--- src/pdes_cfg.svh ---
`ifndef PDES_CFG_SVH
`define PDES_CFG_SVH

// processing cores, a power of two so the release tree stays balanced
`define PDES_NUM_CORE 4
// logical processes known to the engine
`define PDES_NUM_LP 8

// timestamp width
`define PDES_TIME_WID 16
// per LP completion count, wraps
`define PDES_HIST_WID 4

// time advance applied by one processed event
`define PDES_LOOKAHEAD 5
// cycles a core spends in run
`define PDES_PROC_CYCLES 4
// cycles per minimum time scan
`define PDES_SCAN_PERIOD 10

`endif

--- src/pdes_pkg.sv ---
`default_nettype none
`include "pdes_cfg.svh"

package pdes_pkg;

   // index of a processing core
   typedef logic [$clog2(`PDES_NUM_CORE)-1:0] core_id_t;

   // index of a logical process
   typedef logic [$clog2(`PDES_NUM_LP)-1:0] lp_id_t;

   // simulation timestamp carried by an event
   typedef logic [`PDES_TIME_WID-1:0] sim_time_t;

   // completions seen so far for one LP
   typedef logic [`PDES_HIST_WID-1:0] hist_t;

   // one bit per core, for busy, stall, request and grant
   typedef logic [`PDES_NUM_CORE-1:0] core_mask_t;

   // core life cycle
   typedef enum logic [2:0] {
      idle,      // free for a new event
      settle,    // first cycle after load, stall bit arrives here
      stalled,   // waiting for the monitor to release the LP
      run,       // fixed processing delay
      ret        // holding the return request
   } core_state_t;

endpackage

`default_nettype wire

--- src/lp_core.sv ---
`timescale 1ns/100ps
`default_nettype none
`include "pdes_cfg.svh"

module lp_core #(
   parameter int core_index = 0
) (
   input  wire                        clk,
   input  wire                        reset,
   input  wire                        load_vld,
   input  wire pdes_pkg::core_id_t    load_core,
   input  wire pdes_pkg::lp_id_t      load_lp,
   input  wire pdes_pkg::sim_time_t   load_time,
   input  wire                        stall,
   input  wire pdes_pkg::hist_t       hist_in,
   output logic                       busy,
   output logic                       ret_req,
   input  wire                        ret_gnt,
   output pdes_pkg::lp_id_t           ret_lp,
   output pdes_pkg::sim_time_t        ret_time,
   output pdes_pkg::hist_t            ret_hist
);

   // wide enough to hold PROC_CYCLES-1
   localparam int cnt_wid = $clog2(`PDES_PROC_CYCLES) + 1;

   pdes_pkg::core_state_t state;
   logic [cnt_wid-1:0]    proc_cnt;
   pdes_pkg::sim_time_t   ev_time;
   logic                  load_hit;
   logic                  run_last;

   // the shared load fields reach every core, only the addressed one takes them
   assign load_hit = load_vld && (load_core == pdes_pkg::core_id_t'(core_index));
   assign run_last = (state == pdes_pkg::run) && (proc_cnt == '0);

   always_ff @(posedge clk or posedge reset) begin
      if (reset) begin
         state    <= pdes_pkg::idle;
         proc_cnt <= '0;
      end else begin
         case (state)
            pdes_pkg::idle: begin
               if (load_hit) begin
                  state <= pdes_pkg::settle;
               end
            end
            // stall bit from the monitor shows up during this cycle
            pdes_pkg::settle: begin
               state <= pdes_pkg::stalled;
            end
            pdes_pkg::stalled: begin
               if (!stall) begin
                  state    <= pdes_pkg::run;
                  proc_cnt <= cnt_wid'(`PDES_PROC_CYCLES - 1);
               end
            end
            pdes_pkg::run: begin
               if (proc_cnt == '0) begin
                  state <= pdes_pkg::ret;
               end else begin
                  proc_cnt <= proc_cnt - 1'b1;
               end
            end
            // request stays up until the arbiter picks this core
            pdes_pkg::ret: begin
               if (ret_gnt) begin
                  state <= pdes_pkg::idle;
               end
            end
            default: begin
               state <= pdes_pkg::idle;
            end
         endcase
      end
   end

   // event payload, taken at load
   // result fields set on the last run cycle
   always_ff @(posedge clk) begin
      if (load_hit && (state == pdes_pkg::idle)) begin
         ret_lp  <= load_lp;
         ev_time <= load_time;
      end
      if (run_last) begin
         ret_time <= ev_time + pdes_pkg::sim_time_t'(`PDES_LOOKAHEAD);
         // hist_in was written by the monitor when this core was released
         ret_hist <= hist_in + 1'b1;
      end
   end

   assign busy    = (state != pdes_pkg::idle);
   assign ret_req = (state == pdes_pkg::ret);

endmodule

`default_nettype wire

--- config.mk ---
export PLATFORM = sky130hd
export DESIGN_NAME = lp_core
export DESIGN_NICKNAME = d
export VERILOG_FILES = /design/src/pdes_pkg.sv /design/src/lp_core.sv
export VERILOG_INCLUDE_DIRS = /design/src
export SDC_FILE = /design/constraint.sdc
export NUM_CORES = 1
export LEC_CHECK = 0
export ABC_AREA = 1
export ABC_CLOCK_PERIOD_IN_PS = 5100
export BUFFER_PORTS_ARGS = -buffer_cell sky130_fd_sc_hd__buf_2
export CAP_MARGIN = 20
export CORE_ASPECT_RATIO = 1.4
export CORE_MARGIN = 10
export CORE_UTILIZATION = 50
export DETAILED_ROUTE_END_ITERATION = 10
export PLACE_DENSITY_LB_ADDON = 0.05
export SLEW_MARGIN = 15
export SYNTH_ARGS = -nofsm -noshare
export SYNTH_HDL_FRONTEND = slang
export SYNTH_SLANG_ARGS = --single-unit
--- constraint.sdc ---
create_clock -name clk -period 5.1 [get_ports clk]
set_input_delay 1.02 -clock clk [delete_from_list [all_inputs] [get_ports clk]]
set_output_delay 1.02 -clock clk [all_outputs]
set_load 0.005 [all_outputs]
== Word-level counts from Yosys, hierarchy flattened ==
Cells that the tools add are included.
Word-level totals
  register bits: 45
  input port bits: 30
Operators by class
  add/sub/neg operators: 3
  equality and inequality tests: 9
  multiplexer cells: 7
  reductions and logical operators: 10
Operators by type and width (count)
  $add A16 B3 Y16 const B: 1
  $mux W3: 5
  $pmux W3 S5: 1
  $eq A3 B2 Y1 const B: 2
  $logic_not A3 Y1: 2
  $ne A2 B2 Y1 const B: 3
  $pmux W3 S2: 1
  $add A4 B1 Y4 const B: 1
  $ne A2 B1 Y1 const B: 2
  $reduce_and A4 Y1: 1
  $eq A3 B1 Y1 const B: 1
  $eq A3 B3 Y1 const B: 1
  $logic_and A1 B1 Y1: 3
  $reduce_and A3 Y1: 1
  $reduce_bool A3 Y1: 1
  $sub A3 B1 Y3 const B: 1
  $logic_not A2 Y1: 1
  $reduce_bool A2 Y1: 1

== Logic depth before layout (Yosys ltp) ==
Gate-level depths: netlist of the first run.
  depth in word-level cells: 4
  mapped depth: 8
  depth with buffers taken out: 8

== Worst setup path before layout of the first run ==
OpenSTA, ideal clock, no wires.
  path type: input to register
  from: input port load_core[0]
  to: register ev_time[0], enable pin
  library setup time: 419 ps
  data arrival time: 2476 ps
  data required time: 4681 ps
  setup slack: 2205 ps
  stages: 3
  path through: inv_1 > nand2_1 > nor3_1
Between the ends
  cells in the longest elaborated chain, start to end: 3
RTL lines
  from (decl): line lp_core.sv:11  | input wire pdes_pkg::core_id_t load_core,
  $logic_not A2 Y1: line lp_core.sv:34  | assign load_hit = load_vld && (load_core == pdes_pkg::core_id_t'(core_index));
  $logic_and A1 B1 Y1: line lp_core.sv:34
  $logic_and A1 B1 Y1: line lp_core.sv:81  | if (load_hit && (state == pdes_pkg::idle)) begin
  to (signal assigned): line lp_core.sv:83  | ev_time <= load_time;
  to (decl): line lp_core.sv:29  | pdes_pkg::sim_time_t ev_time;
Every way passes these cells.
A chain may end at the register's enable or synchronous reset.

== Worst setup path in the final report of the first run ==
  from: register state[2]
  to: output port busy
Between the ends
  cells in the longest elaborated chain, start to end: 1
RTL lines
  from (decl): line lp_core.sv:27  | pdes_pkg::core_state_t state;
  from (signal assigned): line lp_core.sv:39  | state <= pdes_pkg::idle;
  from (signal assigned): line lp_core.sv:45  | state <= pdes_pkg::settle;
  from (signal assigned): line lp_core.sv:50  | state <= pdes_pkg::stalled;
  $reduce_bool A3 Y1: line lp_core.sv:92  | assign busy = (state != pdes_pkg::idle);
  to (decl): line lp_core.sv:16  | output logic busy,
Every way passes these cells.

==> results of run 1 <==
[logic make-up (layout without fill, tap and decap cells)]
logic type / after synthesis / count (layout)
AO/OA/AOI/OAI: 6 / 6
adder cells (fa/ha/maj): 4 / 4
XOR/XNOR: 16 / 16
buffers and inverters: 17 / 80
AND/OR/NAND/NOR: 71 / 71
flip-flops: 45 / 45
[final timing paths]
kind	from	end	slack, ps	cells after the start
worst min-delay path	proc_cnt[0]	proc_cnt[0]	520	2
max in group asynchronous	reset	state[2]	4280	2
worst max register to register	proc_cnt[0]	proc_cnt[0]	3410	7
worst max-delay path	state[2]	busy	2910	3
min in group asynchronous	reset	state[0]	620	2
worst min register to register	proc_cnt[0]	proc_cnt[0]	520	2
[cells in the final DEF (no fill, tap or decap)]
cell type and n:
clkinvlp_4 1, xnor2_1 7, edfxtp_1 39, clkbuf_8 5
nand2_4 2, inv_1 14, dfrtp_1 6, o22ai_1 1
nand3_2 1, o21ai_0 1, nor2_1 16, nor2_4 5
nor2_2 4, buf_4 1, nor3_2 2, nand2_1 27
nand4_1 1, o21a_1 1, o21ai_1 3, xor2_1 9
clkinv_1 2, nand2_2 5, inv_2 2, bufinv_16 1
ha_1 4, buf_2 54, nand3_1 8
[final cells by class]
type                       instances  area, sq um  share of cell area, %
tap                               43        53.80                  2.220
timing repair buffer              55        277.8                  11.46
clock buffer                       5        68.82                  2.839
inverter                          17        63.81                  2.633
multi-input combinational         97        596.8                  24.63
sequential                        45         1321                  54.52
clock inverter                     3        41.29                  1.704
[critical path: stages, from the launching register on]
cell,delay [ps]
dfrtp_1,430
nor2_2,180
nand2_1,120
buf_2,140
[registers in the layout (all words and copies together) (netlist names)]
register,count
ev_time,16
ret_lp,3
state,3
ret_time,16
proc_cnt,3
ret_hist,4
[power by group]
group | total (mW) | switching, mW | internal [mW] | leakage [nW]
clock network | 0.258 | 0.114 | 0.144 | 0.0518
logic | 0.190 | 0.116 | 0.0734 | 0.549
registers | 0.474 | 0.0267 | 0.448 | 0.428
total | 0.922 | 0.257 | 0.665 | 1.03
[through the flow]
stage / total power, mW / instance area (sq um) / hold slack, ps / setup WS (ps) / cells
after floorplan: 0.6122 / 1977 / 471.7 / 2205 / 159
after global placement: 0.6645 / 2313 / 495.4 / 3159 / 257
after detailed placement: 0.6758 / 2313 / 501.6 / 3145 / 257
after CTS: 0.9326 / 2424 / 521.7 / 2898 / 265
after global routing: 0.9825 / 2424 / 561.6 / 2817 / 265
final: 0.9215 / 2424 / 521.1 / 2907 / 265
[layer usage]
| metal | track usage (%) | up-vias | share of wire, % |
|---|---|---|---|
| li1 | - | 652 | - |
| met2 | 21.26 | 41 | 57 |
| met5 | 0 | - | 0 |
| met3 | 3.987 | 10 | 9.0 |
| met4 | 7.302 | 0 | 2.6 |
| met1 | 9.245 | 578 | 31 |
==> reports/qor.csv, run 1 <==
metric;value;unit
hold_buf cts;0;
Worst Tran Pin Value;640.3;ps
mux cell area share after synthesis;0;%
Resize count post-CTS;0;
Final TNS setup;0;ps
Layout fillers;328;
critical path startpoint category;flop;
Syn. warnings;0;
hpwl dp;2954;um
period utilisation layout;43.00;%
worst relative slew slack;57.21;%
simple-gate share of the synthesized area;18.61;%
FFs w/ async S/R, synth;13.33;%
final hold violations;0;
share of cells above drive strength 1;37.39;%
1st-iter DRT viols;66;
Leak;1.028;nW
DRC errors left;0;
final core utilization;62.38;%
total of max-cap violations;0;
number of flops mapped to enable cells by yosys;39;
# setup viols final;0;
clk root buf;clkbuf_8;
Yosys top cell area share;59.24;%
WS Path Type;reg -> out;
die area;6904;sq um
CTS tree;built;
n_diodes;0;
clock sink count;45;
Synth Area per Inst;12.43;sq um
Num CTS Buffers;5;
xor and xnor area share after synthesis;7.089;%
synth top area cells;edfxtp_1 (59%), dfrtp_1 (7.6%), nand2_1 (5.1%);
synthesis-to-finish area growth;22.59;%
status;complete, no violations;
postcts setup bufs;0;
vias per cell;4.834;
Initial Utilization;50.89;%
worst skew pair latency;300;ps
Routed Wire Length;3597;um
Syn Nets;193;
pwr dens;380.2;nW/um^2
Synth area leader;edfxtp_1;
first-pass GRT wire length;5961;um
Mapped Cells;159;
pin count of the biggest net entering global routing;23;
first-pass iteration count of the detailed router;4;
worst path arrival time;1170;ps
Commonest cells post-synth;edfxtp_1 (39), nand2_1 (27), nor2_1 (16);
Core Region;3885;sq um
Antenna Nets Post-Route;0;
Synth Area in Adders;2.532;%
IO Count;55;
Cell Rows;27;
commonest register cell after synthesis;edfxtp_1;
CTS clk-pin slew, worst paths;80;ps
Seq/Total Area, Yosys;66.84;%
gpl congestion;0.7647;
nets@finish;255;
Worst VDD drop;0.2873;mV
Hold WC Path Type;reg -> reg;
post-route minimum period;2193;ps
leading cell type by number of instances after synthesis;edfxtp_1;
crit path max fanout;5;
worst endpoint required time;4080;ps
clk_skew;3.410;ps
Via Count;1281;
Max Fclk;456.0;MHz
die span in x;73.14;um
port bufs;54;
initial antenna violation count;0;
vias in the first global route;1438;
Die Ht;94.40;um
#FFs+latches synth;45;
Remaining Overflow, GRT;0;
RSZ-0062 raised after global routing;no;
H-tree levels;2;
largest family of logic cells by synthesized area;simple AND/OR/NAND/NOR gates;
GRT Total Usage;11.24;%
count of cell types in the netlist;23;
final number of max-transition violations;0;
clk buf depth;2;
drt wl/cell;13.57;um
Syn Std Cell Area;1977;sq um
Compound-Gate Fraction of Synth Area;1.709;%
critical path endpoint category;output port;
No activity file was read; power rests on OpenSTA's default activity.
==> run 2, diff against run 1 <==
--- a/config.mk
+++ b/config.mk
@@ -6,8 +6,8 @@
 export SDC_FILE = /design/constraint.sdc
 export NUM_CORES = 1
 export LEC_CHECK = 0
-export ABC_AREA = 1
-export ABC_CLOCK_PERIOD_IN_PS = 5100
+export ABC_AREA = 0
+export ABC_CLOCK_PERIOD_IN_PS = 2150
 export BUFFER_PORTS_ARGS = -buffer_cell sky130_fd_sc_hd__buf_2
 export CAP_MARGIN = 20
 export CORE_ASPECT_RATIO = 1.4
==> constraint.sdc (replaced) <==
create_clock -name clk -period 2.15 [get_ports clk]
set_input_delay 0.43 -clock clk [delete_from_list [all_inputs] [get_ports clk]]
set_output_delay 0.43 -clock clk [all_outputs]
set_load 0.005 [all_outputs]
==> run 2 against run 1 <==
Compared with the run above:
- design area decreased by 6.1%
- largest cell class unchanged
- final cell count decreased by 14%
- routed wire length decreased by 6.5%
- synthesized cell count decreased by 23%
- die area decreased by 5.6%
- utilization increased by 3.8 points
==> reports/qor.csv, run 2 <==
metric;value;unit
status;complete, no violations;
Clk network pwr share;29.7;%
GRT Total Usage;10.95;%
Final TNS setup;0;ps
Seq pwr share;54.0;%
first-pass GRT wire length;5685;um
Remaining Overflow, GRT;0;
hold_buf cts;0;
count of cell types in the netlist;27;
P_sw;0.5133;mW
Critical Path Slowest Stage Cell;dfrtp_1;
Core Region;3441;sq um
drt wl/cell;14.81;um
critical path startpoint;state[2];
n_diodes;0;
clock sink count;45;
dpl cells;219;
critical path startpoint category;flop;
Antenna Nets Post-Route;0;
fin area;2276;sq um
FF-to-FF path depth;4;
IO Count;55;
period utilisation layout;79.46;%
Post-Layout Cell Count;227;
Yosys top cell area share;63.98;%
final number of max-transition violations;0;
nets@finish;220;
total of max-cap violations;0;
Syn Std Cell Area;1831;sq um
CTS clk-pin slew, worst paths;80;ps
Max Fclk;585.4;MHz
Post-Place Setup Slack;472.8;ps
Synth area leader;edfxtp_1;
hold_ws;34.93;ps
Die Ht;91.59;um
Final Total Pwr;2.071;mW
Hold WC Path Type;in -> async;
switching part of the total;24.78;%
number of flops mapped to enable cells by yosys;39;
gpl congestion;0.7864;
crit path max fanout;6;
Logic pwr share;16.3;%
worst skew pair latency;290;ps
Routed Wire Length;3363;um
worst endpoint required time;1720;ps
vias in the first global route;1275;
reg2reg start;ev_time[0];
Worst VDD drop;0.6722;mV
share of cells above drive strength 1;35.29;%
Syn Nets;157;
pwr dens;910.0;nW/um^2
initial antenna violation count;0;
Synth Area per Inst;14.88;sq um
Syn. warnings;0;
slack of the critical path;441.7;ps
Cell Rows;25;
post-route minimum period;1708;ps
final hold violations;0;
Via Count;1143;
P_int;1.558;mW
Worst Tran Pin Value;591.8;ps
synth top area cells;edfxtp_1 (64%), dfrtp_1 (8.2%), xor2_1 (5.3%);
vias per cell;5.035;
Mapped Cells;123;
# setup viols final;0;
die span in x;71.14;um
first-pass iteration count of the detailed router;4;
clk_skew;3.534;ps
port bufs;54;
critical path endpoint category;output port;
final core utilization;66.15;%
commonest cells after routing, fill and taps aside;buf_2 (54), edfxtp_1 (39), xor2_1 (11);
RSZ-0062 raised after global routing;no;
H-tree levels;2;
worst path arrival time;1280;ps
die area;6515;sq um
1st-iter DRT viols;66;
pin count of the biggest net entering global routing;21;
Resize count post-CTS;0;
Leak;0.9480;nW
Commonest cells post-synth;edfxtp_1 (39), xor2_1 (11), inv_1 (9), nand2_1 (9), nor2_1 (8);
clk root buf;clkbuf_8;
clk buf depth;2;
CP Cell Sequence;or3_1, buf_2;
max incr delay on CP;430;ps
WS Path Type;reg -> out;
Initial Utilization;53.20;%
r2r setup slk;470;ps
FFs w/ async S/R, synth;13.33;%
worst relative slew slack;60.55;%
leading cell type by number of instances after synthesis;edfxtp_1;
commonest register cell after synthesis;edfxtp_1;
hpwl dp;2736;um
top flop regs;ev_time: 16 flops, ret_time: 16 flops, ret_hist: 4 flops;
CTS tree;built;
#FFs+latches synth;45;
DRC errors left;0;
Post-DP Area;2166;sq um
capture point of the worst reg-to-reg path;ret_time[10];
commonest non-fill, non-tap cell in the layout;buf_2;
Num CTS Buffers;5;
Seq/Total Area, Yosys;72.18;%
postcts setup bufs;0;
synthesis-to-finish area growth;24.33;%
-- run 2: worst max path at each step --
stage                               to  cells past startpoint
after floorplan             ev_time[0]                      2
after global placement    ret_time[12]                      4
after detailed placement  ret_time[12]                      4
after CTS                         busy                      2
after global routing      ret_time[10]                      4
final                             busy                      2
-- run 2: kinds of logic after synthesis --
logic type,share of synthesized area (%)
flops,72.18
simple gates,11.48
xor+xnor,7.655
compound gates,3.555
buf+inv,1.845
fa+ha+maj,2.734
mux,0.5468
-- run 2: per-layer routing --
metal / up-vias / wire (um) / GRT usage, % / part of all wire (%)
li1: 573 / - / - / -
met1: 528 / 1159 / 9.505 / 34
met2: 38 / 1877 / 20.01 / 56
met3: 4 / 289 / 5.664 / 8.6
met4: 0 / 36 / 4.854 / 1.1
met5: - / 0 / 0 / 0
-- run 2: worst max-delay path: cells and delay by family (launching register included) --
family | cells | cell delay, ps
flip-flops | 1 | 430
AND/OR/NAND/NOR | 1 | 410
buffers and inverters | 1 | 140
-- run 2: layout make-up --
class,instances,area [sq um]
clock buffers,5,68.82
clock inverters,3,41.29
fillers,282,1165
inverters,9,33.78
multi-input cells,69,475.5
flip-flops and latches,45,1321
well taps,40,50.05
repair buffers,56,285.3
-- run 2: power groups by stage --
stage                     registers (mW)  clock network (mW)  logic [mW]
after global placement              1.13                   0       0.327
after floorplan                     1.14                   0       0.204
after CTS                           1.12               0.631       0.349
final                               1.12               0.615       0.339
after detailed placement            1.14                   0       0.348
after global routing                1.13               0.678       0.392
