==> config.mk <==
export PLATFORM = sky130hd
export DESIGN_NAME = core_monitor
export DESIGN_NICKNAME = d
export VERILOG_FILES = /design/src/pdes_pkg.sv /design/src/core_monitor.sv
export VERILOG_INCLUDE_DIRS = /design/src
export SDC_FILE = /design/constraint.sdc
export NUM_CORES = 1
export LEC_CHECK = 0
export BUFFER_PORTS_ARGS = -buffer_cell sky130_fd_sc_hd__buf_2
export CORE_MARGIN = 3
export CORE_UTILIZATION = 56
export CTS_BUF_LIST = sky130_fd_sc_hd__clkbuf_8
export DETAILED_ROUTE_END_ITERATION = 6
export GPL_ROUTABILITY_DRIVEN = 0
export PLACE_DENSITY = 0.88
export SETUP_SLACK_MARGIN = 0.05
export SYNTH_ARGS = -nofsm -noshare
export SYNTH_HDL_FRONTEND = slang
export SYNTH_SLANG_ARGS = --single-unit
==> constraint.sdc <==
create_clock -name clk -period 2.9 [get_ports clk]
set_input_delay 0.29 -clock clk [delete_from_list [all_inputs] [get_ports clk]]
set_output_delay 0.29 -clock clk [all_outputs]
set_load 0.01 [all_outputs]
==> src/pdes_cfg.svh <==
`ifndef PDES_CFG_SVH
`define PDES_CFG_SVH

// processing cores, a power of two so the release tree stays balanced
`define PDES_NUM_CORE 4
// logical processes known to the engine
`define PDES_NUM_LP 8

// timestamp width
`define PDES_TIME_WID 16
// per LP completion count, wraps
`define PDES_HIST_WID 4

// time advance applied by one processed event
`define PDES_LOOKAHEAD 5
// cycles a core spends in run
`define PDES_PROC_CYCLES 4
// cycles per minimum time scan
`define PDES_SCAN_PERIOD 10

`endif

==> src/pdes_pkg.sv <==
`default_nettype none
`include "pdes_cfg.svh"

package pdes_pkg;

   // index of a processing core
   typedef logic [$clog2(`PDES_NUM_CORE)-1:0] core_id_t;

   // index of a logical process
   typedef logic [$clog2(`PDES_NUM_LP)-1:0] lp_id_t;

   // simulation timestamp carried by an event
   typedef logic [`PDES_TIME_WID-1:0] sim_time_t;

   // completions seen so far for one LP
   typedef logic [`PDES_HIST_WID-1:0] hist_t;

   // one bit per core, for busy, stall, request and grant
   typedef logic [`PDES_NUM_CORE-1:0] core_mask_t;

   // core life cycle
   typedef enum logic [2:0] {
      idle,      // free for a new event
      settle,    // first cycle after load, stall bit arrives here
      stalled,   // waiting for the monitor to release the LP
      run,       // fixed processing delay
      ret        // holding the return request
   } core_state_t;

endpackage

`default_nettype wire

==> src/core_monitor.sv <==
`timescale 1ns/100ps
`default_nettype none
`include "pdes_cfg.svh"

module core_monitor (
   input  wire                        clk,
   input  wire                        reset,
   input  wire                        load_vld,
   input  wire pdes_pkg::core_id_t    load_core,
   input  wire pdes_pkg::lp_id_t      load_lp,
   input  wire pdes_pkg::sim_time_t   load_time,
   input  wire                        done_vld,
   input  wire pdes_pkg::core_id_t    done_core,
   input  wire pdes_pkg::lp_id_t      done_lp,
   input  wire pdes_pkg::hist_t       done_hist,
   input  wire pdes_pkg::core_mask_t  busy,
   output pdes_pkg::core_mask_t       stall,
   output pdes_pkg::hist_t            core_hist [`PDES_NUM_CORE],
   output pdes_pkg::sim_time_t        min_time,
   output logic                       min_time_vld
);

   localparam int n_core     = `PDES_NUM_CORE;
   localparam int tree_depth = $clog2(n_core);
   localparam int scan_wid   = $clog2(`PDES_SCAN_PERIOD);

   // LP and timestamp held by each core
   pdes_pkg::lp_id_t    core_lp   [n_core];
   pdes_pkg::sim_time_t core_time [n_core];
   // last completion count reported per LP
   pdes_pkg::hist_t     lp_hist   [`PDES_NUM_LP];

   // first pipeline stage, registered load and done
   logic                 ld_vld_r;
   logic                 dn_vld_r;
   pdes_pkg::core_id_t   ld_core_r;
   pdes_pkg::core_id_t   dn_core_r;
   pdes_pkg::lp_id_t     dn_lp_r;
   pdes_pkg::core_mask_t ld_match;
   pdes_pkg::core_mask_t dn_match;

   // load side history, release flag and core, as deep as the tree
   logic [tree_depth:0]  hp_rel;
   pdes_pkg::core_id_t   hp_core [tree_depth+1];

   // heap ordered minimum tree, node 1 is the root
   // leaves sit at n_core .. 2*n_core-1
   logic                 node_vld  [1:2*n_core-1];
   pdes_pkg::sim_time_t  node_time [1:2*n_core-1];
   pdes_pkg::core_id_t   node_idx  [1:2*n_core-1];
   logic                 pick_l    [1:n_core-1];

   pdes_pkg::core_mask_t set_mask;
   pdes_pkg::core_mask_t clr_mask;

   // minimum time scan
   logic [scan_wid-1:0]  scan_cnt;
   pdes_pkg::core_id_t   scan_core;
   pdes_pkg::sim_time_t  run_min;
   pdes_pkg::sim_time_t  scan_min;
   logic                 scan_end;

   // load: any other active core on the same LP blocks the release
   // done: every stalled core on the finished LP competes in the tree
   always_comb begin
      for (int i = 0; i < n_core; i++) begin
         ld_match[i] = busy[i] && (core_lp[i] == core_lp[ld_core_r])
                       && (ld_core_r != pdes_pkg::core_id_t'(i));
         dn_match[i] = busy[i] && stall[i] && (core_lp[i] == dn_lp_r)
                       && (dn_core_r != pdes_pkg::core_id_t'(i));
      end
   end

   // left child wins ties and whenever the right one is empty
   always_comb begin
      for (int k = 1; k < n_core; k++) begin
         pick_l[k] = node_vld[2*k]
                     && (!node_vld[2*k+1] || (node_time[2*k] <= node_time[2*k+1]));
      end
   end

   always_ff @(posedge clk or posedge reset) begin
      if (reset) begin
         ld_vld_r <= 1'b0;
         dn_vld_r <= 1'b0;
         hp_rel   <= '0;
         stall    <= '0;
         for (int n = 1; n < 2 * n_core; n++) begin
            node_vld[n] <= 1'b0;
         end
      end else begin
         ld_vld_r <= load_vld;
         dn_vld_r <= done_vld;
         hp_rel   <= {hp_rel[tree_depth-1:0], ld_vld_r && (ld_match == '0)};
         for (int i = 0; i < n_core; i++) begin
            node_vld[n_core+i] <= dn_vld_r && dn_match[i];
         end
         for (int k = 1; k < n_core; k++) begin
            node_vld[k] <= node_vld[2*k] || node_vld[2*k+1];
         end
         stall <= (stall & ~clr_mask) | set_mask;
      end
   end

   // table, stage payload and tree data
   always_ff @(posedge clk) begin
      if (load_vld) begin
         core_lp[load_core]   <= load_lp;
         core_time[load_core] <= load_time;
      end
      ld_core_r  <= load_core;
      dn_core_r  <= done_core;
      dn_lp_r    <= done_lp;
      hp_core[0] <= ld_core_r;
      for (int s = 1; s <= tree_depth; s++) begin
         hp_core[s] <= hp_core[s-1];
      end
      for (int i = 0; i < n_core; i++) begin
         node_time[n_core+i] <= core_time[i];
         node_idx[n_core+i]  <= pdes_pkg::core_id_t'(i);
      end
      for (int k = 1; k < n_core; k++) begin
         node_time[k] <= pick_l[k] ? node_time[2*k] : node_time[2*k+1];
         node_idx[k]  <= pick_l[k] ? node_idx[2*k]  : node_idx[2*k+1];
      end
   end

   // newly loaded core stalls at once
   // releases come out of the last stage of either path
   always_comb begin
      set_mask = load_vld ? (pdes_pkg::core_mask_t'(1) << load_core) : '0;
      clr_mask = '0;
      if (hp_rel[tree_depth]) begin
         clr_mask[hp_core[tree_depth]] = 1'b1;
      end
      if (node_vld[1]) begin
         clr_mask[node_idx[1]] = 1'b1;
      end
   end

   // history table, copied to a core in the cycle its stall clears
   always_ff @(posedge clk or posedge reset) begin
      if (reset) begin
         for (int l = 0; l < `PDES_NUM_LP; l++) begin
            lp_hist[l] <= '0;
         end
         for (int i = 0; i < n_core; i++) begin
            core_hist[i] <= '0;
         end
      end else begin
         if (done_vld) begin
            lp_hist[done_lp] <= done_hist;
         end
         if (hp_rel[tree_depth]) begin
            core_hist[hp_core[tree_depth]] <= lp_hist[core_lp[hp_core[tree_depth]]];
         end
         if (node_vld[1]) begin
            core_hist[node_idx[1]] <= lp_hist[core_lp[node_idx[1]]];
         end
      end
   end

   // one core per cycle folded into the running minimum
   assign scan_end = (scan_cnt == scan_wid'(`PDES_SCAN_PERIOD - 1));
   assign scan_min = (busy[scan_core] && (core_time[scan_core] < run_min))
                     ? core_time[scan_core] : run_min;

   always_ff @(posedge clk or posedge reset) begin
      if (reset) begin
         scan_cnt     <= '0;
         scan_core    <= '0;
         run_min      <= '1;
         min_time     <= '1;
         min_time_vld <= 1'b0;
      end else begin
         scan_core    <= (scan_core == pdes_pkg::core_id_t'(n_core - 1))
                         ? '0 : scan_core + 1'b1;
         min_time_vld <= scan_end;
         if (scan_end) begin
            // all ones stays when nothing was active in the period
            scan_cnt <= '0;
            run_min  <= '1;
            min_time <= scan_min;
         end else begin
            scan_cnt <= scan_cnt + 1'b1;
            run_min  <= scan_min;
         end
      end
   end

endmodule

`default_nettype wire

# Word level (Yosys, flattened, before mapping)

Memory sizes are Yosys's and may differ from the RTL's. A register that Yosys moved wholly into a read port is not among the register bits.
Index checks and enable logic that the tools add are counted.

Add/subtract/negate cells: 2
Mux-type cells: 38
Shift operators: 1
Eq/ne operators: 16
Bitwise gates (word level): 9
Reduce and logical (&&, ||, !) cells: 46
Order comparisons: 17

Operators with widths:

| kind                                                        | number |
|---|---|
| 2-to-1 mux 16 bit                                           | 7 |
| <= comparator 16 bit                                        | 3 |
| 2-to-1 mux 4 bit                                            | 11 |
| logical AND 1 bit                                           | 34 |
| bitwise mux 16 bit                                          | 2 |
| bitwise mux 32 bit                                          | 1 |
| binary-select mux 4 bit (select 3 bit)                      | 2 |
| == test 3 bit                                               | 8 |
| demux 4 bit (select 2 bit)                                  | 2 |
| less-than comparator 16 bit                                 | 1 |
| demux 4 bit (select 3 bit)                                  | 1 |
| >= comparator 4 bit (second input constant)                 | 3 |
| NOT 3 -> 4 bit                                              | 3 |
| less-than comparator 2 x 3 -> 1 bit (second input constant) | 3 |
| 2-to-1 mux 2 bit                                            | 4 |
| inequality test 2 bit (second input constant)               | 4 |
| bitwise OR 4 bit                                            | 2 |
| >= comparator 3 bit (second input constant)                 | 2 |
| logical OR 1 bit                                            | 6 |
| less-than comparator 3 x 1 -> 1 bit (second input constant) | 2 |
| NOT 2 -> 3 bit                                              | 2 |
| 2-to-1 mux 1 bit                                            | 5 |
| adder 4 x 1 -> 4 bit (second input constant)                | 1 |
| bitwise AND 4 bit                                           | 1 |
| 13 further kinds                                            | 19 |

Memories kept: 5
Memory bits (writable): 208
Register bits after elaboration: 110

Memory list:

| name      | depth | width | read ports | clocked after Yosys merged registers in | write ports | line               | RTL |
|---|---|---|---|---|---|---|---|
| node_time | 7     | 16    | 6          | 0                                       | 7           | core_monitor.sv:49 | `pdes_pkg::sim_time_t node_time [1:2*n_core-1];` |
| core_time | 4     | 16    | 5          | 0                                       | 1           | core_monitor.sv:29 | `pdes_pkg::sim_time_t core_time [n_core];` |
| node_idx  | 7     | 2     | 7          | 0                                       | 7           | core_monitor.sv:50 | `pdes_pkg::core_id_t node_idx [1:2*n_core-1];` |
| core_lp   | 4     | 3     | 7          | 1                                       | 1           | core_monitor.sv:28 | `pdes_pkg::lp_id_t core_lp [n_core];` |
| hp_core   | 3     | 2     | 3          | 0                                       | 3           | core_monitor.sv:44 | `pdes_pkg::core_id_t hp_core [tree_depth+1];` |

# Depth between registers and ports, before layout

Word-level depth: 10
Gate-level depth with buffers: 11

# Worst setup path after synthesis

No wires, ideal clock.

Path kind: register -> register
From: register scan_core[0]
To: register min_time[10]
Stages on the path, launching flop included: 12
Data arrival time: 3.144 ns
Path slack: -0.321 ns
Path through: dfrtp_1 -> buf_6 -> buf_1 -> mux4_2 -> ha_1 -> nand4_1 -> nor4_1 -> a221oi_2 -> o21ai_1 -> buf_2 -> o21ai_1 -> a31oi_1

Longest elaborated chain between the ends: 4
Elaborated cells on any way between the ends: 6
Those cells by class: order compare: 1; mux: 3; reduce/logical: 1; memory: 1

Ends and longest elaborated chain:

| item                                                                          | line                | RTL |
|---|---|---|
| start: declaration                                                            | core_monitor.sv:58  | `pdes_pkg::core_id_t scan_core;` |
| start signal: assignment                                                      | core_monitor.sv:176 | `scan_core <= (scan_core == pdes_pkg::core_id_t'(n_core - 1))` |
| memory (4 x 16 bit) or binary-select mux 1 bit (select 2 bit) (tied branches) | --                  |  |
| less-than comparator 16 bit or 2-to-1 mux 1 bit (tied branches)               | core_monitor.sv:165 | `assign scan_min = (busy[scan_core] && (core_time[scan_core] < run_min))` |
| logical AND 1 bit                                                             | core_monitor.sv:165 |  |
| 2-to-1 mux 16 bit (*)                                                         | core_monitor.sv:166 | `? core_time[scan_core] : run_min;` |
| end signal: assignment                                                        | core_monitor.sv:183 | `min_time <= scan_min;` |
| end: declaration                                                              | core_monitor.sv:19  | `output pdes_pkg::sim_time_t min_time,` |

Every way passes the cells marked *; elsewhere a longest branch is shown, timed or not. The select of a mux whose other input is x is not followed.
A chain may end at the register's enable or synchronous reset.

# Final worst setup path

From: register scan_core[0]
To: register min_time[15]

Same word-level chain as after synthesis.

==> results_dict.tcl <==
set metrics [dict create \
    post-synth-top-area-fraction 0.186 \
    synthTopCellsByArea "edfxtp_1 (19%), dfxtp_1 (18%), dfrtp_1 (15%)" \
    final_antenna_net_count 0 \
    vdd_ir_drop_max_uv 374 \
    placedInstanceArea_sq_um 13100 \
    synth-async-reset-ratio 0.353 \
    residual_drc 0 \
    tightest_slew_ns 0.879 \
    slowest_stage "mux4_2" \
    clk_root_buffer_cell "clkbuf_8" \
    detail_route.wirelength_mm 28.7 \
    final_net_count 1193 \
    rsz_0062_raised_after_global_routing "yes" \
    worst_path_largest_cell_delay_ns 0.57 \
    yosysWarningCount 0 \
    synth-seq-cells 292 \
    flow.area_growth_from_synthesis_pct 20.1 \
    place.port_buffers 74 \
    clock_insertion_delay_worst_skew_ns 0.57 \
    clock-skew-final_ns 0.0324 \
    post_synth.cell_area_avg_sq_um 13.3 \
    drt_pass1_iterations 5 \
    synth_top_flop_cell "dfxtp_1" \
    total_vias_in_the_final_route 8296 \
    global_route_wire_length_before_repair_mm 45.2 \
    hold_path_class "primary input to flip-flop" \
    worst-path-max-fanout 8 \
    timing.final.hold_violations 0 \
    fp.coreArea_sq_um 21200 \
    overflow 0 \
    setup.worst_path.class "flip-flop to flip-flop" \
    number_of_top_level_pins 75 \
    netlist_area_before_placement_sq_um 12200 \
    post-dp-hpwl_mm 18.6 \
    run_status "finished with violations" \
    fillCellCount 1372 \
    hold-worst-slack_ns 0.0592 \
    cts-buffers-inserted 47 \
    ff2ff_path_depth 10 \
    detailed_route_iter0_violations 680 \
    yosysUniqueCellTypes 62 \
    first_global_vias 8765 \
    design_area_sq_um 14700 \
    die-width_um 154 \
    detail_route.vias_per_cell 5.90 \
    report.final.setup_viol 5 \
    largest_net_degree_at_the_start_of_global_routing 67 \
    hold_path_depth 2 \
    worst_ep_required_time_ns 3.38 \
    clk_pin_slew_ns 0.07 \
    synth_nets 1023 \
    clock.fmax_mhz 340 \
    number_of_antenna_violations_at_the_first_check_in_global_routing 0 \
    static-leakage-power_nw 6.29 \
    antennaDiodeCount 0 \
    drt-wirelength-per-cell_um 20.4 \
    power.density_cell_area_nw_per_um2 735 \
    cts_tree "built" \
    drv_slew 0 \
    cp_cell_sequence "buf_6 > mux4_2 > ha_4 > o211ai_1 > nor4_4 > a221oi_4 > o21a_2 > buf_12 > nand3_1 > a31oi_1" \
    clock-sinks 292 \
    die_y_um 154 \
    detailedPlace.worstSlack_ns -0.0959 \
    maxSlewHeadroom 0.410 \
    cap_violations 0 \
    timing.final.crit_period_ns 2.94 \
    track_usage 0.238 \
    floorplan.initialDensity 0.577 \
    layout_worst_path_cycle_share 1.01 \
    syn_inst 921 \
    seq_area_frac_synth 0.585 \
    h-tree-depth 2 \
    crit_arrival_ns 3.42 \
    fp-row-count 53 \
    failed_checks "setup timing" \
    post-synth-top-area-cell "edfxtp_1" \
    finalWorstSetupSlack_ns -0.0413 \
    drive_gt1_frac 0.322 \
    worst_setup_path_start_kind "flip-flop" \
    cts_buffer_depth 3 \
    critPathCaptureType "flip-flop" \
    post_synth_edffs 76 \
    floorplan.die_area_sq_um 23700 \
]
[worst paths after layout]
path | start | to | slack [ns]
max | scan_core[0] | min_time[15] | -0.04
min | done_hist[1] | lp_hist[17] | 0.06
max reg2reg | scan_core[0] | min_time[15] | -0.04
min reg2reg | hp_core[0][1] | hp_core[0][3] | 0.32
max in group asynchronous | reset | scan_core[0] | 1.66
min in group asynchronous | reset | min_time_vld | 0.44
[logic make-up (layout without fill, tap and decap cells)]
group / Yosys count / after routing / share of synthesized area
flip-flops: 292 / 292 / 0.585
AND/OR/NAND/NOR: 170 / 170 / 0.0798
AO/OA/AOI/OAI: 150 / 150 / 0.0787
multiplexers: 122 / 122 / 0.143
buffers and inverters: 105 / 314 / 0.0357
adder cells (fa/ha/maj): 64 / 64 / 0.0654
XOR/XNOR: 18 / 18 / 0.0129
[sequential cells by signal (all words and copies together) (netlist names), 4 cells and up]
name	flops
run_min	16
lp_hist	32
scan_cnt	4
core_hist	16
node_idx	4
hp_core	6
node_vld	7
node_time	96
core_lp	12
stall	4
core_time	64
min_time	16
[stage by stage]
| stage | utilization | power [mW] | TNS, ns | cells |
|---|---|---|---|---|
| 6_report | 0.693 | 10.8 | -0.102 | 1405 |
| 4_1_cts | 0.680 | 10.6 | 0 | 1394 |
| 2_1_floorplan | - | 6.41 | 0 | 921 |
| 5_1_grt | 0.693 | 11.3 | -0.754 | 1405 |
| 3_3_place_gp | 0.616 | 7.00 | 0 | 1266 |
| 3_5_place_dp | 0.616 | 7.10 | -0.535 | 1266 |
[final cells by class]
type                       instances  area [sq um]  share of cell area
inverter                          78           297              0.0202
clock buffer                      55           757              0.0515
timing repair buffer             148          1120              0.0759
sequential                       292          7160               0.487
tap                              275           344              0.0234
multi-input combinational        524          4860               0.330
clock inverter                    33           168              0.0114
[layer usage]
metal | up-vias | global-route usage | share of wire
met5 | - | 0 | 0
met4 | 0 | 0.0959 | 0.037
met3 | 85 | 0.0493 | 0.069
met2 | 364 | 0.408 | 0.51
met1 | 4090 | 0.296 | 0.38
li1 | 3757 | - | -
[report_power, final]
| group | leakage (nW) | total [mW] | internal, mW | switching (mW) |
|---|---|---|---|---|
| Combinational | 2.92 | 2.11 | 1.01 | 1.11 |
| Sequential | 2.84 | 5.29 | 4.90 | 0.388 |
| Clock | 0.524 | 3.40 | 1.82 | 1.58 |
| Total | 6.29 | 10.8 | 7.73 | 3.08 |
[cell usage in the layout (no fill, tap or decap), types with 6 or more instances in the layout]
| cell type | instances |
|---|---|
| o21ai_1 | 12 |
| xor2_1 | 9 |
| xnor2_1 | 9 |
| nand4_1 | 12 |
| a21o_1 | 14 |
| o21ai_2 | 6 |
| clkinv_1 | 9 |
| a31oi_1 | 16 |
| clkbuf_8 | 55 |
| o21ai_0 | 31 |
| a21oi_1 | 13 |
| mux4_2 | 33 |
| dfrtp_1 | 70 |
| dfxtp_1 | 113 |
| ha_4 | 9 |
| buf_2 | 74 |
| mux2_2 | 65 |
| o22ai_1 | 20 |
| dfstp_2 | 32 |
| nor2_1 | 40 |
| nand3b_1 | 19 |
| buf_12 | 7 |
| nand3_1 | 14 |
| nor3_1 | 6 |
| nand3_2 | 12 |
| inv_1 | 92 |
| mux2i_1 | 23 |
| buf_4 | 33 |
| dlygate4sd3_1 | 31 |
| a221oi_1 | 6 |
| nand2_1 | 20 |
| edfxtp_1 | 76 |
| ha_1 | 55 |
[timing repair]
action,in CTS,in global routing
endpoints found under the setup margin,23,32
resized for setup,11,37
pin swaps,5,21
buffers inserted,8,10
hold endpoints to repair,92,0
hold buffers,31,0
gates cloned,1,2
[synthesized netlist by cell type, types with 4 or more instances]
cell type	n
dfrtp_1	71
buf_2	6
mux4_2	29
a221oi_1	6
or2_2	5
nor3b_1	4
edfxtp_1	76
xnor2_1	9
mux4_1	5
nor3_1	7
nor2b_1	5
nor4_1	6
o21ai_1	12
clkbuf_1	13
and3_1	5
a22o_1	5
nand4_1	12
inv_1	78
a211oi_1	4
nand3_2	9
o22ai_1	20
nand3_1	19
mux2_2	65
xor2_1	9
mux2i_1	23
dfstp_2	32
a21oi_1	14
ha_1	64
o21ai_0	37
a21o_1	14
nand3b_1	19
a31oi_1	16
nor2_1	42
dfxtp_1	113
nand2_1	20
a31o_2	4
[worst max-delay path, delay by kind of cell, from the launching register on]
kind	cells	cell delay [ns]
and+or+nand+nor	2	0.22
muxes	1	0.57
AOI/OAI and AO/OA	4	1.09
buffers and inverters	2	0.31
DFF	1	0.43
adders and majority gates	1	0.25
(Power assumes the default switching activity.)
