### config.mk
export PLATFORM = sky130hd
export DESIGN_NAME = event_dispatcher
export DESIGN_NICKNAME = d
export VERILOG_FILES = /design/src/pdes_pkg.sv /design/src/event_dispatcher.sv
export VERILOG_INCLUDE_DIRS = /design/src
export SDC_FILE = /design/constraint.sdc
export NUM_CORES = 1
export LEC_CHECK = 0
export ABC_AREA = 1
export CELL_PAD_IN_SITES_DETAIL_PLACEMENT = 1
export CELL_PAD_IN_SITES_GLOBAL_PLACEMENT = 1
export CORE_MARGIN = 8
export CORE_UTILIZATION = 43
export DETAILED_ROUTE_END_ITERATION = 16
export DONT_BUFFER_PORTS = 1
export PLACE_DENSITY = 0.67
export SLEW_MARGIN = 20
export SYNTH_ARGS = -nofsm -noshare
export SYNTH_HDL_FRONTEND = slang
export SYNTH_SLANG_ARGS = --single-unit
### constraint.sdc
create_clock -name clk -period 3.1 [get_ports clk]
set_input_delay 0.31 -clock clk [delete_from_list [all_inputs] [get_ports clk]]
set_output_delay 0.31 -clock clk [all_outputs]
set_load 0.02 [all_outputs]
### src/pdes_cfg.svh
`ifndef PDES_CFG_SVH
`define PDES_CFG_SVH

// processing cores, a power of two so the release tree stays balanced
`define PDES_NUM_CORE 4
// logical processes known to the engine
`define PDES_NUM_LP 8

// timestamp width
`define PDES_TIME_WID 16
// per LP completion count, wraps
`define PDES_HIST_WID 4

// time advance applied by one processed event
`define PDES_LOOKAHEAD 5
// cycles a core spends in run
`define PDES_PROC_CYCLES 4
// cycles per minimum time scan
`define PDES_SCAN_PERIOD 10

`endif

### src/pdes_pkg.sv
`default_nettype none
`include "pdes_cfg.svh"

package pdes_pkg;

   // index of a processing core
   typedef logic [$clog2(`PDES_NUM_CORE)-1:0] core_id_t;

   // index of a logical process
   typedef logic [$clog2(`PDES_NUM_LP)-1:0] lp_id_t;

   // simulation timestamp carried by an event
   typedef logic [`PDES_TIME_WID-1:0] sim_time_t;

   // completions seen so far for one LP
   typedef logic [`PDES_HIST_WID-1:0] hist_t;

   // one bit per core, for busy, stall, request and grant
   typedef logic [`PDES_NUM_CORE-1:0] core_mask_t;

   // core life cycle
   typedef enum logic [2:0] {
      idle,      // free for a new event
      settle,    // first cycle after load, stall bit arrives here
      stalled,   // waiting for the monitor to release the LP
      run,       // fixed processing delay
      ret        // holding the return request
   } core_state_t;

endpackage

`default_nettype wire

### src/event_dispatcher.sv
`timescale 1ns/100ps
`default_nettype none
`include "pdes_cfg.svh"

module event_dispatcher (
   input  wire                        clk,
   input  wire                        reset,
   input  wire                        event_vld,
   input  wire pdes_pkg::lp_id_t      event_lp,
   input  wire pdes_pkg::sim_time_t   event_time,
   output logic                       event_ready,
   input  wire pdes_pkg::core_mask_t  busy,
   output logic                       load_vld,
   output pdes_pkg::core_id_t         load_core,
   output pdes_pkg::lp_id_t           load_lp,
   output pdes_pkg::sim_time_t        load_time
);

   // lowest idle core, and whether any core is idle at all
   pdes_pkg::core_id_t free_core;
   logic               free_any;
   logic               accept;

   // priority encoder
   // scan from the top so the lowest idle index is the last one written
   always_comb begin
      free_core = '0;
      free_any  = 1'b0;
      for (int i = `PDES_NUM_CORE - 1; i >= 0; i--) begin
         if (!busy[i]) begin
            free_core = pdes_pkg::core_id_t'(i);
            free_any  = 1'b1;
         end
      end
   end

   // during the load pulse the target core still reads as idle
   // so ready drops for that one cycle
   assign event_ready = free_any && !load_vld;
   assign accept      = event_vld && event_ready;

   // one cycle load strobe
   always_ff @(posedge clk or posedge reset) begin
      if (reset) begin
         load_vld <= 1'b0;
      end else begin
         load_vld <= accept;
      end
   end

   // event fields and target core, held until the next accept
   always_ff @(posedge clk) begin
      if (accept) begin
         load_core <= free_core;
         load_lp   <= event_lp;
         load_time <= event_time;
      end
   end

endmodule

`default_nettype wire

; ---- After elaboration in Yosys (flattened, before gate mapping)
; Cells that the tools add are included.
[word_totals]
ramBits = 0
reg_bits = 22
n_memories = 0
latch_bits = 0
romBits = 0
output_inout_bits = 23
input_bits = 26
[op_classes]
order_cmp = 0
div_mod_pow = 0
n_addsub = 0
multipliers = 0
eq_ne = 0
shifts = 0
bitwise = 0
reduce_logical = 4
n_mux = 7
[ops]
columns = cell, count
row1 = $mux W1, 5
row2 = $mux W2, 2
row3 = $logic_and A1 B1 Y1, 2
row4 = $reduce_and A2 Y1, 1
row5 = $logic_not A1 Y1, 1

; ---- Longest topological paths before layout
; Gate-level depths: netlist of run 1.
[logic_depth]
depth_word = 6
ltp_mapped = 3
mapped_depth_nobuf = 3

; ---- Worst setup path after synthesis of run 1
; OpenSTA, ideal clock, no wires.
[synth_timing]
kind = register -> register
from = register load_vld
to = register load_core[0] (enable)
n_path_buf = 0
required_ps = 2673
stages_incl_launch_ff = 2
setup_slack_ps = 637
arrival_ps = 2035
setup_ps = 427
path_cell_list = dfrtp_1 -> nor3_1
[synth_via]
elab_chain_len = 3
[synth_rtl]
columns = element, line
row1 = "start, declared", event_dispatcher.sv:13  ; output logic load_vld,
row2 = "start signal, assigned", event_dispatcher.sv:47  ; load_vld <= accept;
row3 = $logic_not A1 Y1, event_dispatcher.sv:39  ; assign event_ready = free_any && !load_vld;
row4 = $logic_and A1 B1 Y1, event_dispatcher.sv:39
row5 = $logic_and A1 B1 Y1, event_dispatcher.sv:40  ; assign accept = event_vld && event_ready;
row6 = named net accept, event_dispatcher.sv:22  ; logic accept;
row7 = "end signal, assigned", event_dispatcher.sv:54  ; load_core <= free_core;
row8 = "end, declared", event_dispatcher.sv:14  ; output pdes_pkg::core_id_t load_core,
; The timed path passes the listed nets, and every way through them passes these cells.
; A chain may end at the register's enable or synchronous reset.

; ---- Worst setup path after layout of run 1
[layout_timing]
from = register load_vld
to = output port event_ready
[layout_via]
elab_chain_len = 2
[layout_rtl]
columns = element, line
row1 = $logic_not A1 Y1, event_dispatcher.sv:39
row2 = $logic_and A1 B1 Y1, event_dispatcher.sv:39
row3 = "end, declared", event_dispatcher.sv:11  ; output logic event_ready,
; Every way passes these cells.

==> results.toml, run 1 <==
[synth]
synth.most_common_cell = "edfxtp_1"
ys_top_cells_by_count = "21 x edfxtp_1, 3 x inv_1, 3 x nand2_1"
synthTopCellsByArea = "edfxtp_1 90%, dfrtp_1 3.6%, inv_1 1.6%"
ys_types = 8
synth_warnings = 0
synth-async-reset-ratio_pct = 4.55
synth_top_area_share_pct = 89.7
synth_cells = 33
syn_nets = 59
avgSynthCellArea_um2 = 21.3
synth_edf_count = 21
synth_seq_area_share_pct = 93.2
ys_ff_latch = 22
synthesis.area_um2 = 703
synth.largest_area_cell = "edfxtp_1"
synth_ff_type = "edfxtp_1"

[sta]
setup_viol = 0
finalCritPeriodShare_pct = 46.9
tns_ns = 0
max-slew-margin-rel_pct = 74.6
worstMarginPinSlew_ns = 0.380
fin_skew_ns = 0.000920
maxSlewViolCount = 0
fmax_ghz = 0.688
fin_ws_ns = 1.65
hold_viol = 0
finalCriticalPeriod_ns = 1.45
rsz0062_at_grt = "false"

[clock_network]
cts_tree = "done"
htree_levels = 1
cts_root_buffer = "clkbuf_4"
clock_latency_ns = 0.29
cts.reportedPaths.clkPinSlew_ns = 0.11
post-cts-setup-buffers = 0
post_cts_resized = 0
cts_num_sinks = 22
clock_path_buffers = 2
cts_buffers = 3

[job]
maxCapViolations = 0

[worst_setup_path]
cp-end-kind = "primary output"
critPathLaunchType = "flip-flop"
cp_slowest_cell = "dfrtp_1"
worstSetupPathType = "reg -> out"
crit_buf_inv = 0
cp.arrival_ns = 1.14
critPathTopFamily = "flip-flops"
cp_cell_sequence = "nor2_1"
cp_data_required_time_ns = 2.79
slowest_delay_ns = 0.49
worstPathMaxFanout = 3

[placed_design]
gp_congestion = 0.639
post-place-ws_ns = 1.64
placedCellCount = 50
dp_hpwl_um = 1090
io_buffers = 0

[floorplanning]
die_x_um = 56.4
core.rowCount = 14
die_height_um = 56.4
start_util_pct = 46.1
io_pins = 49
core_area_mm2 = 0.00152
dieArea_mm2 = 0.00319

[power_and_ir_drop]
combPwrFrac_pct = 3.0
ir_drop_mv = 0.347
p_sw_share_pct = 21.2
power.internal_uw = 425
power.density_mw_per_mm2 = 689
clkPwrFrac_pct = 26.9
pwr-share-seq_pct = 70.1
p_leak_nw = 0.274
switchingPower_uw = 114

[global_routing]
antenna_found_initial = 0
grt_pass1_wl_um = 1920
grt_max_degree = 20
grt_pass1_vias = 379
grt_overflow = 0
grt_usage_pct = 7.84

[final_layout]
syn2layout_area_growth_pct = 11.2
nFillCells = 130
drive_gt1_share_pct = 15.4
fin_cells = 55
layout.nets = 66
finish.utilization_pct = 51.3
diodes = 0

[status]
status = "finished clean"

[drt]
drcViolationCount = 0
drtIter0Drc = 1
viasPerCell = 5.56
totalWireLength_um = 1250
wire_per_inst_um = 22.7
ant_nets = 0
dr.pass1.iters = 2
vias = 306

[hold_path]
hold_class = "in -> reg"
==> flip-flops by register name, summed over array words and instances (netlist names) <==
| register | count |
|---|---|
| load_time | 16 |
| load_lp | 3 |
| load_core | 2 |
| load_vld | 1 |
==> cells by family (layout without fill, tap and decap cells) <==
logic type / count (synthesis) / in the layout / synth area share (%)
flip-flops: 22 / 22 / 93.2
AND/OR/NAND/NOR: 6 / 6 / 3.38
buffers and inverters: 3 / 9 / 1.60
AO/OA/AOI/OAI: 2 / 2 / 1.78
==> stage by stage <==
stage                     hold slack, ns  power (mW)  cell area, um2
after floorplan                   0.0387       0.393             703
after global placement            0.0406       0.400             736
after detailed placement          0.0436       0.401             736
after CTS                         0.0934       0.548             782
after global routing              0.0777       0.562             782
final                              0.109       0.538             782
==> power by group through the flow <==
stage	logic, mW	registers (mW)	clock network, mW
after global routing	0.0182	0.380	0.164
after detailed placement	0.0155	0.385	0
after global placement	0.0147	0.385	0
after CTS	0.0165	0.378	0.153
after floorplan	0.0110	0.382	0
final	0.0159	0.378	0.145
==> routing by layer <==
metal	global-route usage [%]	share of wire, %	vias to the layer above
met1	7.73	39	141
met3	6.52	15	0
li1	-	-	133
met4	3.09	0	0
met2	11.8	46	32
met5	0	0	-
==> cells in the final DEF (no fill, tap or decap) <==
cell type,instances
nand2_1,3
clkbuf_4,3
clkbuf_8,1
dlygate4sd3_1,1
dfrtp_1,1
edfxtp_1,21
buf_4,1
nor2_1,2
inv_1,3
a21oi_1,1
nor3_2,1
a21boi_0,1
==> area by class of cell <==
type / count / area (um2) / share of cell area (%)
Clock buffer: 4 / 36.3 / 4.64
Inverter: 3 / 11.3 / 1.44
Multi-Input combinational cell: 8 / 41.3 / 5.28
Sequential cell: 22 / 656 / 83.8
Tap cell: 16 / 20.0 / 2.56
Timing Repair Buffer: 2 / 17.5 / 2.24
==> repair_timing <==
item	4_1_cts	5_1_grt
endpoints found under the setup margin	0	0
hold buffers	1	0
endpoints found under the hold margin	1	0
==> worst paths after layout <==
kind	end	startpoint	depth (start not counted)	slack, ns
max	event_ready	load_vld	1	1.65
min	load_time[0]	event_time[0]	0	0.11
max reg2reg	load_time[3]	load_vld	2	1.65
min reg2reg	load_vld	load_vld	1	0.67
max in group asynchronous	load_vld	reset	2	2.72
min in group asynchronous	load_vld	reset	2	0.29
(Power assumes the default switching activity.)
==> run 2: changes to the inputs <==
ABC_AREA = 0   (was 1)
CORE_UTILIZATION = 40   (was 43)
PLACE_DENSITY = 0.65   (was 0.67)
clock period = 1.24 ns   (was 3.1 ns; I/O delays follow)
==> run 2 against run 1 <==
  * Largest cell class unchanged
  * Count of clock-buffer cells in the layout unchanged
  * Clock power increased by 120%
  * First-iteration DRC count increased by 100%
==> results.toml, run 2 <==
[power_and_ir_drop]
combPwrFrac_pct = 7.8
clkPwrFrac_pct = 22.9
p_sw_share_pct = 22.2
ir_drop_mv = 0.706
power.density_mw_per_mm2 = 1370
power.internal_mw = 1.06
pwr-share-seq_pct = 69.2
switchingPower_uw = 302
p_leak_nw = 0.352

[clock_network]
cts_num_sinks = 22
htree_levels = 1
cts_root_buffer = "clkbuf_4"
cts_buffers = 3
clock_path_buffers = 2
clock_latency_ns = 0.29
post-cts-setup-buffers = 0
cts_tree = "done"
cts.reportedPaths.clkPinSlew_ns = 0.10

[sta]
maxSlewViolCount = 0
setup_viol = 0
hold-worst-slack_ns = 0.0283
finalCritPeriodShare_pct = 95.9
finalCriticalPeriod_ns = 1.19
max-slew-margin-rel_pct = 83.9
hold_viol = 0
fin_skew_ns = 0.00893
fmax_ghz = 0.841
worstMarginPinSlew_ns = 0.243
rsz0062_at_grt = "false"

[worst_setup_path]
cp_data_required_time_ns = 1.12
critPathLaunchType = "flip-flop"
slowest_delay_ns = 0.43
worstSetupPathType = "reg -> out"
cp_cell_sequence = "buf_4 > nor2_4"
cp_slowest_cell = "dfrtp_2"
cp-end-kind = "primary output"
worstPathMaxFanout = 2
cp.arrival_ns = 1.07

[synth]
synth.largest_area_cell = "edfxtp_1"
ys_ff_latch = 22
synth_top_area_share_pct = 88.9
synth_warnings = 0
ys_types = 10
synthesis.area_um2 = 709
synth_seq_area_share_pct = 92.4
synth_cells = 30
synth_ff_type = "edfxtp_1"
synthTopCellsByArea = "edfxtp_1 89%, dfrtp_1 3.5%, nor3b_2 1.8%"
avgSynthCellArea_um2 = 23.6
synth_edf_count = 21
synth.most_common_cell = "edfxtp_1"
syn_nets = 56
synth-async-reset-ratio_pct = 4.55

[drt]
wire_per_inst_um = 21.6
ant_nets = 0
dr.pass1.iters = 2
vias = 374
drcViolationCount = 0
totalWireLength_um = 1600
viasPerCell = 5.05
drtIter0Drc = 2

[final_layout]
largest_reg_flops = 16
most-common-layout-cells = "21 x edfxtp_1, 20 x dlygate4sd3_1, 3 x clkbuf_4, 3 x buf_4"
layout_commonest_cell = "edfxtp_1"
reg.largest.list = "load_time: 16 flops, load_lp: 3 flops, load_core: 2 flops"
syn2layout_area_growth_pct = 40.2
finish.utilization_pct = 58.9
regMostFlops = "load_time"
layout.nets = 84
diodes = 0
drive_gt1_share_pct = 17.5

[floorplanning]
die_height_um = 58.1
die_x_um = 58.1
core_area_mm2 = 0.00169
start_util_pct = 42.0
io_pins = 49
dieArea_mm2 = 0.00338
core.rowCount = 15

[hold_path]
hold_class = "in -> reg"

[global_routing]
grt_max_degree = 15
grt_usage_pct = 9.83
grt_overflow = 0
antenna_found_initial = 0
grt_pass1_vias = 422
grt_pass1_wl_um = 2330

[job]
maxCapViolations = 0

[status]
status = "finished clean"

[placed_design]
gp_congestion = 0.575
io_buffers = 0
dp_hpwl_um = 1150
==> run 2: changes by cell type after synthesis, sizes merged <==
cell and delta:
inv -2, nand2 -2, and4 +1, nand2b +1
nor2 -1, nor3 -1, nor3b +1
==> run 2: routing by layer <==
metal / GRT usage [%] / vias to the layer above / wire length, um / part of all wire (%)
met2: 18.9 / 26 / 932 / 58
met4: 7.34 / 0 / 27 / 1.7
met1: 6.65 / 176 / 447 / 28
met3: 5.30 / 2 / 189 / 12
met5: 0 / - / 0 / 0
li1: - / 170 / - / -
==> run 2: timing repair <==
item	CTS	global route
gates resized for setup	2	0
hold buffers	20	0
endpoints found under the setup margin	1	0
hold endpoints to repair	20	0
==> run 2: metrics by stage <==
| stage | power, mW | instance area [um2] | setup WS (ns) | TNS (ns) | instances |
|---|---|---|---|---|---|
| 2_1_floorplan | 0.987 | 717 | -0.259 | -5.51 | 30 |
| 3_3_place_gp | 1.01 | 761 | 0.130 | 0 | 50 |
| 3_5_place_dp | 1.01 | 761 | 0.103 | 0 | 50 |
| 4_1_cts | 1.38 | 995 | 0.0308 | 0 | 74 |
| 5_1_grt | 1.41 | 995 | 0.00989 | 0 | 74 |
| 6_report | 1.36 | 995 | 0.0507 | 0 | 74 |
==> run 2: cell families after synthesis <==
kind of cell	Yosys count	share of synthesized area [%]
DFF	22	92.4
buffers and inverters	1	0.529
AOI/OAI and AO/OA	2	1.76
and+or+nand+nor	5	5.29
==> run 2: path summary, 6_finish.rpt <==
path / start / end / slack, ns / cells past startpoint
setup / recovery: load_vld / event_ready / 0.05 / 2
hold / removal: busy[2] / load_core[1] / 0.03 / 1
setup reg to reg: load_vld / load_time[12] / 0.10 / 2
hold reg to reg: load_vld / load_vld / 0.67 / 2
max in group asynchronous: reset / load_vld / 1.05 / 2
min in group asynchronous: reset / load_vld / 0.09 / 2
==> run 2: area by class of cell <==
| type | count | area, um2 |
|---|---|---|
| clock buffers | 4 | 26.3 |
| fillers | 150 | 694 |
| inverters | 1 | 3.75 |
| multi-input cells | 7 | 63.8 |
| flip-flops and latches | 22 | 657 |
| well taps | 17 | 21.3 |
| repair buffers | 23 | 223 |
==> run 2: power by group through the flow <==
stage	Clock, mW	Sequential [mW]	Combinational, mW
2_1_floorplan	0	0.956	0.0305
3_3_place_gp	0	0.959	0.0501
3_5_place_dp	0	0.961	0.0522
4_1_cts	0.325	0.943	0.107
5_1_grt	0.353	0.946	0.115
6_report	0.312	0.942	0.107
==> run 2: critical path, delay by kind of cell (launching register included) <==
family	cells	cell delay, ns
and+or+nand+nor	1	0.17
buffers and inverters	1	0.17
DFF	1	0.43
==> run 3: changes to the inputs <==
BUFFER_PORTS_ARGS = -buffer_cell sky130_fd_sc_hd__clkbuf_2   (was not set)
CORE_UTILIZATION = 27   (was 40)
CTS_CLUSTER_DIAMETER = 50   (was not set)
DONT_BUFFER_PORTS = not set   (was 1)
GPL_TIMING_DRIVEN = 0   (was not set)
PLACE_DENSITY = 0.68   (was 0.65)
==> run 3 against run 2 <==
  * Flip-flop and latch count did not move
  * Die area is 34% higher
  * Hold slack better by 0.11 ns
  * Cell area increased by 29%
  * Sequential share of layout area down 15 points
  * Sequential power decreased by 6.1%
  * Fmax rose by 1.7%
  * Via count grew 51%
  * Critical path type unchanged
  * Highest routed layer unchanged
==> results.toml, run 3 (synthesis results as in run 2) <==
[worst_setup_path]
r2r_slack_ns = 0.09
cp-end-kind = "primary output"
cp.arrival_ns = 1.05
worstSetupPathType = "reg -> out"
cp_data_required_time_ns = 1.12
reg2reg_to = "load_time[1]"
timing.rr.start = "load_vld"
setup.worst_path.start = "load_vld"
reg2reg_depth = 2
worstPathMaxFanout = 4
critPathLaunchType = "flip-flop"

[final_layout]
largest_reg_flops = 16
most-common-layout-cells = "48 x clkbuf_2, 21 x edfxtp_1, 20 x dlygate4sd3_1"
layout_commonest_cell = "clkbuf_2"
regMostFlops = "load_time"
nFillCells = 262
reg.largest.list = "load_time: 16 flops, load_lp: 3 flops, load_core: 2 flops"
drive_gt1_share_pct = 55.1
diodes = 0
syn2layout_area_growth_pct = 80.8
layout.nets = 134
fin_cells = 137

[clock_network]
cts_buffers = 3
cts_num_sinks = 22
cts_root_buffer = "clkbuf_4"
cts_tree = "done"
htree_levels = 1
cts.reportedPaths.clkPinSlew_ns = 0.12
clock_latency_ns = 0.30
clock_path_buffers = 2

[power_and_ir_drop]
total_power_mw = 1.46
ir_drop_mv = 0.587
power.density_mw_per_mm2 = 1140
p_leak_nw = 0.564

[job]
maxCapViolations = 0

[sta]
tns_ns = 0
maxSlewViolCount = 0
setup_viol = 0
rsz0062_at_grt = "false"
fmax_ghz = 0.855
hold-worst-slack_ns = 0.133
worstMarginPinSlew_ns = 0.186
finalCritPeriodShare_pct = 94.3
max-slew-margin-rel_pct = 87.6
fin_ws_ns = 0.0702
fin_skew_ns = 0.00905
finalCriticalPeriod_ns = 1.17
hold_viol = 0

[hold_path]
holdPathStages = 2
min_from = "busy[3]"
hold_class = "in -> reg"
holdPathEnd = "load_core[1]"

[global_routing]
grt_pass1_vias = 623
grt_pass1_wl_um = 3030
grt_max_degree = 13
grt_overflow = 0
antenna_found_initial = 0
grt_usage_pct = 9.16

[drt]
met1_length_um = 789
wl_met2_um = 962
route.met3.wl_um = 259
drcViolationCount = 0
top_layer = "met4"
totalWireLength_um = 2030
wire_per_inst_um = 14.8
drtIter0Drc = 5
dr.pass1.iters = 2
vias = 563
ant_nets = 0
viasPerCell = 4.11

[status]
status = "finished clean"

[floorplanning]
io_pins = 49
start_util_pct = 28.6
die_x_um = 67.3
core_area_mm2 = 0.00248
dieArea_mm2 = 0.00452
core.rowCount = 18
die_height_um = 67.3

[placed_design]
placedCellCount = 108
io_buffers = 48
gp_congestion = 0.699
post-place-ws_ns = -0.443
[run 3: changes by cell type in the layout (fill, tap and decap cells not counted), sizes merged]
| cell | delta |
|---|---|
| buf | +1 |
| nor3b | +1 |
| clkbuf | +48 |
[run 3: through the flow]
stage / util, % / area (um2)
6_report: 51.8 / 1280
5_1_grt: 51.8 / 1280
4_1_cts: 51.8 / 1280
3_5_place_dp: 40.2 / 995
3_3_place_gp: 40.2 / 995
2_1_floorplan: - / 717
[run 3: critical path: stages (launching register included)]
cell      delay [ns]
dfrtp_2         0.47
nor2_1          0.11
clkbuf_2        0.17
[run 3: worst max path at each step]
| stage | slack (ns) | endpoint |
|---|---|---|
| 2_1_floorplan | -0.26 | load_core[0] |
| 3_3_place_gp | -0.42 | load_time[5] |
| 4_1_cts | 0.04 | event_ready |
| 6_report | 0.07 | event_ready |
| 5_1_grt | 0.01 | event_ready |
| 3_5_place_dp | -0.44 | load_time[6] |
[run 3: timing repair]
item                                    in CTS  in global routing
endpoints found under the hold margin       20                  0
endpoints found under the setup margin      22                  0
hold buffers                                20                  0
resized for setup                            1                  0
setup buffers                                4                  0
[run 3: layout make-up]
cell class	instances	area, um2	area share (%)
Inverter	1	3.75	0.293
Multi-Input combinational cell	8	75.1	5.85
Timing Repair Buffer	72	483	37.7
Tap cell	30	37.5	2.93
Clock buffer	4	26.3	2.05
Sequential cell	22	657	51.2
[run 3: report_power, final]
part | leakage [nW] | switching (mW) | total [mW] | internal (mW)
Clock | 0.0150 | 0.193 | 0.318 | 0.125
Combinational | 0.338 | 0.129 | 0.257 | 0.128
Sequential | 0.211 | 0.0170 | 0.885 | 0.868
[run 3: per-layer routing]
metal  vias to the layer above  global-route usage (%)
li1                        272                       -
met1                       256                    10.0
met2                        33                    15.2
met3                         2                    3.48
met4                         0                    4.70
met5                         -                       0
